--- src/design/conv_macros.svh ---
`ifndef CONV_MACROS_SVH
`define CONV_MACROS_SVH

// Data path widths
`define CONV_DATA_W 16
`define CONV_ACC_W 32

`define CONV_NB_BUSSES 3

// Convolution shape
`define CONV_TAPS 9
`define CONV_IN_CH 2
`define CONV_OUT_CH 4
`define CONV_MAP_W 4
`define CONV_MAP_H 4

`define CONV_OUTPUT_SHIFT 0

// Bus transfers per phase
`define CONV_KERNEL_BEATS 36
`define CONV_WINDOW_BEATS 6
`define CONV_RESULT_BEATS 2

`endif

--- src/design/conv_pkg.sv ---
`include "conv_macros.svh"

package conv_pkg;

  typedef logic signed [`CONV_DATA_W-1:0] word_t;
  typedef logic signed [`CONV_ACC_W-1:0] acc_t;

  // Index 0 is bus_1
  typedef word_t [`CONV_NB_BUSSES-1:0] bus_beat_t;

  // Flat word order is output channel, then input channel, then tap
  typedef word_t [`CONV_OUT_CH-1:0][`CONV_IN_CH-1:0][`CONV_TAPS-1:0] kernel_t;

  typedef word_t [`CONV_IN_CH-1:0][`CONV_TAPS-1:0] window_t;

  typedef word_t [`CONV_OUT_CH-1:0] result_t;

  // Output coordinates and channel
  typedef logic [$clog2(`CONV_MAP_W)-1:0] x_t;
  typedef logic [$clog2(`CONV_MAP_H)-1:0] y_t;
  typedef logic [$clog2(`CONV_OUT_CH)-1:0] ch_t;

endpackage

--- src/design/bus_port_if.sv ---
interface bus_port_if;
  import conv_pkg::*;

  logic req;
  logic gnt;
  // One pulse per completed beat
  logic fire;
  bus_beat_t rd_data;
  bus_beat_t wr_data;

  modport requester (
    output req,
    input  gnt,
    input  fire,
    input  rd_data,
    output wr_data
  );

  modport arbiter (
    input  req,
    output gnt,
    output fire,
    output rd_data,
    input  wr_data
  );

endinterface

--- src/design/operand_loader.sv ---
`include "conv_macros.svh"

module operand_loader (
  input  logic clk,
  input  logic arst_n,
  input  logic running,
  bus_port_if.requester port,
  input  logic busy,
  output conv_pkg::kernel_t kernel,
  output conv_pkg::window_t window,
  output logic window_valid
);
  import conv_pkg::*;

  localparam int NB_KERNEL_WORDS = `CONV_OUT_CH * `CONV_IN_CH * `CONV_TAPS;
  localparam int NB_WINDOW_WORDS = `CONV_IN_CH * `CONV_TAPS;
  localparam int NB_PIXELS = `CONV_MAP_W * `CONV_MAP_H;
  localparam int KERNEL_PER_BEAT = NB_KERNEL_WORDS / `CONV_KERNEL_BEATS;
  localparam int WINDOW_PER_BEAT = NB_WINDOW_WORDS / `CONV_WINDOW_BEATS;
  localparam int BEAT_W = $clog2(`CONV_KERNEL_BEATS);

  typedef enum logic [1:0] {PHASE_KERNEL, PHASE_WINDOW, PHASE_DONE} phase_e;

  phase_e phase_q;
  logic [BEAT_W-1:0] beat_q;
  logic [$clog2(NB_PIXELS)-1:0] win_cnt_q;
  logic buf_full_q;
  logic last_beat;
  word_t [NB_KERNEL_WORDS-1:0] kernel_q;
  word_t [NB_WINDOW_WORDS-1:0] next_q;

  assign last_beat = (phase_q == PHASE_KERNEL) ?
                     (beat_q == BEAT_W'(`CONV_KERNEL_BEATS - 1)) :
                     (beat_q == BEAT_W'(`CONV_WINDOW_BEATS - 1));

  always_ff @(posedge clk or negedge arst_n) begin
    if (!arst_n) begin
      phase_q <= PHASE_KERNEL;
      beat_q <= '0;
      win_cnt_q <= '0;
      buf_full_q <= 1'b0;
    end else if (!running) begin
      phase_q <= PHASE_KERNEL;
      beat_q <= '0;
      win_cnt_q <= '0;
      buf_full_q <= 1'b0;
    end else begin
      if (port.fire) begin
        if (last_beat) begin
          beat_q <= '0;
          if (phase_q == PHASE_KERNEL) begin
            phase_q <= PHASE_WINDOW;
          end else begin
            buf_full_q <= 1'b1;
            win_cnt_q <= win_cnt_q + 1'b1;
            // No more windows after the last pixel, so the bus stays free for results
            if (win_cnt_q == NB_PIXELS - 1) phase_q <= PHASE_DONE;
          end
        end else begin
          beat_q <= beat_q + 1'b1;
        end
      end
      if (window_valid) buf_full_q <= 1'b0;
    end
  end

  always_ff @(posedge clk) begin
    if (port.fire && phase_q == PHASE_KERNEL) begin
      for (int i = 0; i < KERNEL_PER_BEAT; i++) begin
        kernel_q[KERNEL_PER_BEAT * beat_q + i] <= port.rd_data[i];
      end
    end
    if (port.fire && phase_q == PHASE_WINDOW) begin
      for (int i = 0; i < WINDOW_PER_BEAT; i++) begin
        next_q[WINDOW_PER_BEAT * beat_q + i] <= port.rd_data[i];
      end
    end
  end

  assign port.req = running && !buf_full_q && (phase_q != PHASE_DONE);
  // Loader never drives the busses
  assign port.wr_data = '0;

  assign kernel = kernel_q;
  assign window = next_q;
  assign window_valid = buf_full_q && !busy;

endmodule

--- src/flat_wrapper.sv ---
// flat-port wrapper written by rule: the top's interface ports become plain ports
module operand_loader_flat import conv_pkg::*;
  (clk, arst_n, running, busy, kernel, window, window_valid, port_req, port_gnt, port_fire, port_rd_data, port_wr_data);
  bus_port_if port_i ();
  input  logic clk;
  input  logic arst_n;
  input  logic running;
  input  logic busy;
  output conv_pkg::kernel_t kernel;
  output conv_pkg::window_t window;
  output logic window_valid;
  output wire logic [$bits(port_i.req)-1:0] port_req;
  input wire logic [$bits(port_i.gnt)-1:0] port_gnt;
  input wire logic [$bits(port_i.fire)-1:0] port_fire;
  input wire logic [$bits(port_i.rd_data)-1:0] port_rd_data;
  output wire logic [$bits(port_i.wr_data)-1:0] port_wr_data;
  assign port_req = port_i.req;
  assign port_i.gnt = port_gnt;
  assign port_i.fire = port_fire;
  assign port_i.rd_data = port_rd_data;
  assign port_wr_data = port_i.wr_data;
  operand_loader u_core (.clk(clk), .arst_n(arst_n), .running(running), .port(port_i), .busy(busy), .kernel(kernel), .window(window), .window_valid(window_valid));
endmodule
--- config.mk ---
export PLATFORM = sky130hd
export DESIGN_NAME = operand_loader_flat
export DESIGN_NICKNAME = d
export VERILOG_FILES = /design/src/design/conv_pkg.sv /design/src/design/bus_port_if.sv /design/src/design/operand_loader.sv /design/src/flat_wrapper.sv
export VERILOG_INCLUDE_DIRS = /design/src /design/src/design
export SDC_FILE = /design/constraint.sdc
export NUM_CORES = 1
export LEC_CHECK = 0
export BUFFER_PORTS_ARGS = -buffer_cell sky130_fd_sc_hd__buf_2
export CORE_AREA = 2 2 601 603
export CTS_BUF_LIST = sky130_fd_sc_hd__clkbuf_4
export DETAILED_ROUTE_END_ITERATION = 7
export DIE_AREA = 0 0 603 605
export PLACE_DENSITY = 0.3
export SETUP_SLACK_MARGIN = 0.2
export SYNTH_ARGS = -nofsm -noshare
export SYNTH_HDL_FRONTEND = slang
export SYNTH_SLANG_ARGS = --single-unit
--- constraint.sdc ---
create_clock -name clk -period 13.5 [get_ports clk]
set_clock_uncertainty 0.2 [all_clocks]
set_input_delay 2.025 -clock clk [delete_from_list [all_inputs] [get_ports clk]]
set_output_delay 2.025 -clock clk [all_outputs]
set_load 0.03 [all_outputs]
* Word-level counts from Yosys, hierarchy flattened *
Index checks and enable logic that the tools add are counted.

operators by class
  add/subtract/negate cells = 5
  multipliers = 1
  magnitude comparators = 10
  equality and inequality tests = 12
  muxes and demuxes = 33
  reduce and logical (&&, ||, !) cells = 16

operator list
  kind                   count
  $bwmux W1152           2
  $bwmux W288            3
  $demux W16 S5          3
  $demux W16 S7          1
  $demux W16 S6          1
  $ge A32 B1 Y1 const B  3
  $mux W16               5
  $lt A32 B6 Y1 const B  2
  $lt A32 B8 Y1 const B  1
  $mux W6                3
  $mux W4                4
  $logic_and A1 B1 Y1    10
  $mux W2                5
  $add A8 B1 Y9 const B  1
  $add A8 B2 Y9 const B  1
  $ne A3 B1 Y1 const B   3
  $reduce_and A3 Y1      3
  $add A7 B1 Y8 const B  1
  $ge A8 B1 Y1 const B   1
  $lt A7 B8 Y1 const B   1
  $lt A8 B6 Y1 const B   1
  $mul A2 B6 Y8 const A  1
  $ge A7 B1 Y1 const B   1
  $add A6 B1 Y6 const B  1
  other kinds (11)       19

storage, ports and cells
  bits in registers = 1453
  input bits = 54
  output and inout bits = 1490
  word-level logic and storage cells = 171

* Logic depth before layout (Yosys ltp) *
  word-level depth = 8
  gate-level depth with buffers = 18
  depth with buffers taken out = 12

* Least setup slack after synthesis *
Ideal clock, no wire load.

  kind = input to register
  from = input port port_fire
  to = register u_core.kernel_q (netlist bit u_core.kernel[864]), enable pin
  setup time = 0.461 ns
  data arrival time = 4.932 ns
  required time = 12.839 ns
  slack = 7.907 ns
  stages = 4
  path buffers = 2
  cell sequence = clkbuf_1 -> nand2_1 -> clkbuf_1 -> nor3_1

on the way
  word-level cells in the longest chain between the ends = 1

ends and longest elaborated chain
  element                        RTL line              text
  start, declared                flat_wrapper.sv:14    input wire logic [$bits(port_i.fire)-1:0] port_fire;
  $logic_and A1 B1 Y1            operand_loader.sv:68  if (port.fire && phase_q == PHASE_KERNEL) begin
  end signal, assigned by index  operand_loader.sv:70  kernel_q[KERNEL_PER_BEAT * beat_q + i] <= port.rd_data[i];
  end, declared                  operand_loader.sv:29  word_t [NB_KERNEL_WORDS-1:0] kernel_q;

No other way between the ends.
A chain may end at the register's enable or synchronous reset.

==> reports/metrics.yaml <==
clocking:
  insertion_delay_ns: 1.27
  hold_buffers: 0
  cts_resized: 0
  cts_made_buffers: 425
  cts-root-buf: "clkbuf_4"
  clockBufferDepth: 4
  cts_tree: "built"
  h-tree-depth: 5
  path_clk_slew_ns: 0.06
  post_cts_buffers: 0
  clock-sinks: 1453
power:
  peakVddDrop_uv: 59.3
  finalPower_mw: 10.1
  p_leak_nw: 28.5
  power_density_mw_per_mm2: 132
place:
  io_buffers: 1494
  routabilityCongestion: 0.800
  place_area_mm2: 0.0709
  dp_hpwl_um: 245000
  place_inst: 9944
die:
  die_y_um: 605
  initial_core_util_pct: 16.0
  fp.dieArea_mm2: 0.365
  die_x_um: 603
  design.core.area_mm2: 0.358
  rows: 220
  ioPinCount: 1544
logic_synthesis:
  synth_adder_area_share_pct: 0.450
  synth_top_family_by_area: "simple AND/OR/NAND/NOR gates"
  synthFlopType: "edfxtp_1"
  yosysSeqAreaShare_pct: 76.1
  ys_top_cells_by_area: "edfxtp_1 75%, and2_1 6.5%, nor2_1 2.1%, a21oi_1 2.1%, clkbuf_1 1.7%"
  yosys_warnings: 0
  avgSynthCellArea_um2: 14.9
  yosys.area.top_type: "edfxtp_1"
  synth-seq-cells: 1453
  post_synth_num_cell_types: 82
  synth_mux_area_share_pct: 0.653
  yosysTopAreaCellShare_pct: 75.5
  synthesis.area_mm2: 0.0573
  synth_edf_count: 1440
  synth-compound-area-share_pct: 7.31
  synth-simple-area-share_pct: 12.2
  synth_xor_area_share_pct: 0.151
  netlist_instances: 3852
  async_reset_ff_share_pct: 0.895
critical_path:
  crit_chain: "ha_1, clkinv_1, fa_1, inv_1, ha_1, and2_1, xnor2_1, a211oi_1, nand2_1, nor4_4, a211oi_1, nor2_2"
  critPathSlowestCell: "fa_1"
  worst-path-max-fanout: 17
  cp-start-kind: "flop"
  max_stage_delay_ns: 0.87
  cp.required_ns: 14.18
  crit_arrival_ns: 7.31
  crit_type: "flop to flop"
  end_kind: "flop"
sta:
  timing.slew.headroom_pct: 17.1
  hold_viol: 0
  period_needed_ns: 6.63
  drv_slew: 0
  tns_ns: 0
  setup_viol: 0
  fin_crit_sh_pct: 49.1
  clock.fmax_ghz: 0.151
  timing_worst_slew_pin_value_ns: 1.24
  rsz0062_at_grt: "false"
global_route:
  grt_pass1_wl_um: 443000
  antenna_found_initial: 59
  grt_pass1_vias: 41805
  grt_max_degree: 65
  overflow: 0
  grtUsageTotal_pct: 18.4
routing:
  ant_nets: 0
  drtPass1Iterations: 6
  wl_per_cell_um: 32.7
  first_iter_violations: 4411
  vias_per_cell: 4.01
  finalWirelength_um: 350000
  route.detailed.drc: 0
  vias: 43087
cells_and_area:
  area_growth_pct: 33.4
  layout_common_cells: "1,462 x buf_2, 1,440 x edfxtp_1, 635 x clkbuf_4"
  layout.cells.non_filler: 10733
  fin_util_pct: 21.3
  drive_gt1_share_pct: 41.2
  fin_area_mm2: 0.0764
  nFillCells: 38737
  final_common_cell: "buf_2"
  nets: 5672
flow_run:
  drv_cap: 0
hold_path:
  hp-class: "flop to flop"
outcome:
  status: "finished clean"
[cell families (layout without fill, tap and decap cells)]
family,Yosys count,after routing
compound gates,632,632
mux,35,35
xor+xnor,9,9
flops,1453,1453
buf+inv,403,2435
fa+ha+maj,20,20
simple gates,1299,1299
other cells,1,77
[worst max-delay path: cells and delay by family (launching register included)]
| family | cells | cell delay (ns) |
|---|---|---|
| flip-flops | 1 | 0.70 |
| adder cells (fa/ha/maj) | 3 | 1.74 |
| buffers and inverters | 2 | 0.58 |
| AND/OR/NAND/NOR | 4 | 2.18 |
| AO/OA/AOI/OAI | 2 | 0.65 |
| XOR/XNOR | 1 | 0.18 |
[report_power, final]
group / internal (mW) / leakage (nW) / switching, mW
combinational: 0.142 / 11.6 / 0.620
clock: 2.22 / 3.25 / 2.14
sequential: 4.97 / 13.6 / 0.00664
[layout make-up]
cell class / instances / area [µm²] / share of cell area [%]
flip-flops and latches: 1453 / 43600 / 57.0
multi-input cells: 2043 / 12500 / 16.3
repair buffers: 1654 / 8760 / 11.5
well taps: 4773 / 5970 / 7.82
clock buffers: 635 / 4770 / 6.24
clock inverters: 125 / 704 / 0.922
inverters: 21 / 78.8 / 0.103
diodes: 29 / 72.6 / 0.0950
[Yosys cell counts (22+ instances only)]
master / n
buf_2: 45
nor2_1: 327
and2_1: 591
and3_1: 22
nand4_1: 22
nor3_1: 64
a22oi_1: 94
edfxtp_1: 1440
nand2_1: 113
buf_1: 28
clkbuf_1: 252
a31oi_1: 54
nand3_1: 74
buf_4: 49
a32oi_1: 69
o21ai_0: 50
a21oi_1: 239
[registers in the layout, summed over array words and instances (netlist names)]
signal / count
u_core.kernel: 1152
u_core.beat_q: 6
u_core.phase_q: 2
u_core.buf_full_q: 1
u_core.window: 288
u_core.win_cnt_q: 4
[stage by stage]
step | hold slack (ns) | worst slack, ns
detailed placement | 0.361 | 6.91
global route | 0.346 | 6.44
global placement | 0.343 | 6.96
finish | 0.362 | 6.87
floorplan | 0.323 | 7.91
CTS | 0.278 | 6.88
[metal layers]
| metal | part of all wire (%) | global-route usage (%) | up-vias |
|---|---|---|---|
| met5 | 0.012 | 0 | - |
| met4 | 3.3 | 5.97 | 6 |
| met3 | 7.3 | 4.37 | 516 |
| met2 | 51 | 33.2 | 2392 |
| met1 | 38 | 21.2 | 22143 |
| li1 | - | - | 18030 |
[worst paths after layout]
check | startpoint | endpoint | slack, ns | depth (start not counted)
hold reg to reg | u_core.win_cnt_q[3]$_DFFE_PN0P_ | u_core.win_cnt_q[3]$_DFFE_PN0P_ | 0.36 | 2
max in group asynchronous | arst_n | u_core.beat_q[5]$_DFFE_PN0P_ | 12.35 | 1
setup / recovery | u_core.beat_q[0]$_DFFE_PN0P_ | u_core.window[86]$_DFFE_PP_ | 6.87 | 12
setup reg to reg | u_core.beat_q[0]$_DFFE_PN0P_ | u_core.window[86]$_DFFE_PP_ | 6.87 | 12
hold / removal | u_core.win_cnt_q[3]$_DFFE_PN0P_ | u_core.win_cnt_q[3]$_DFFE_PN0P_ | 0.36 | 2
min in group asynchronous | arst_n | u_core.buf_full_q$_DFFE_PN0P_ | 0.45 | 1
Note: power is estimated with default switching activity, not from simulation.
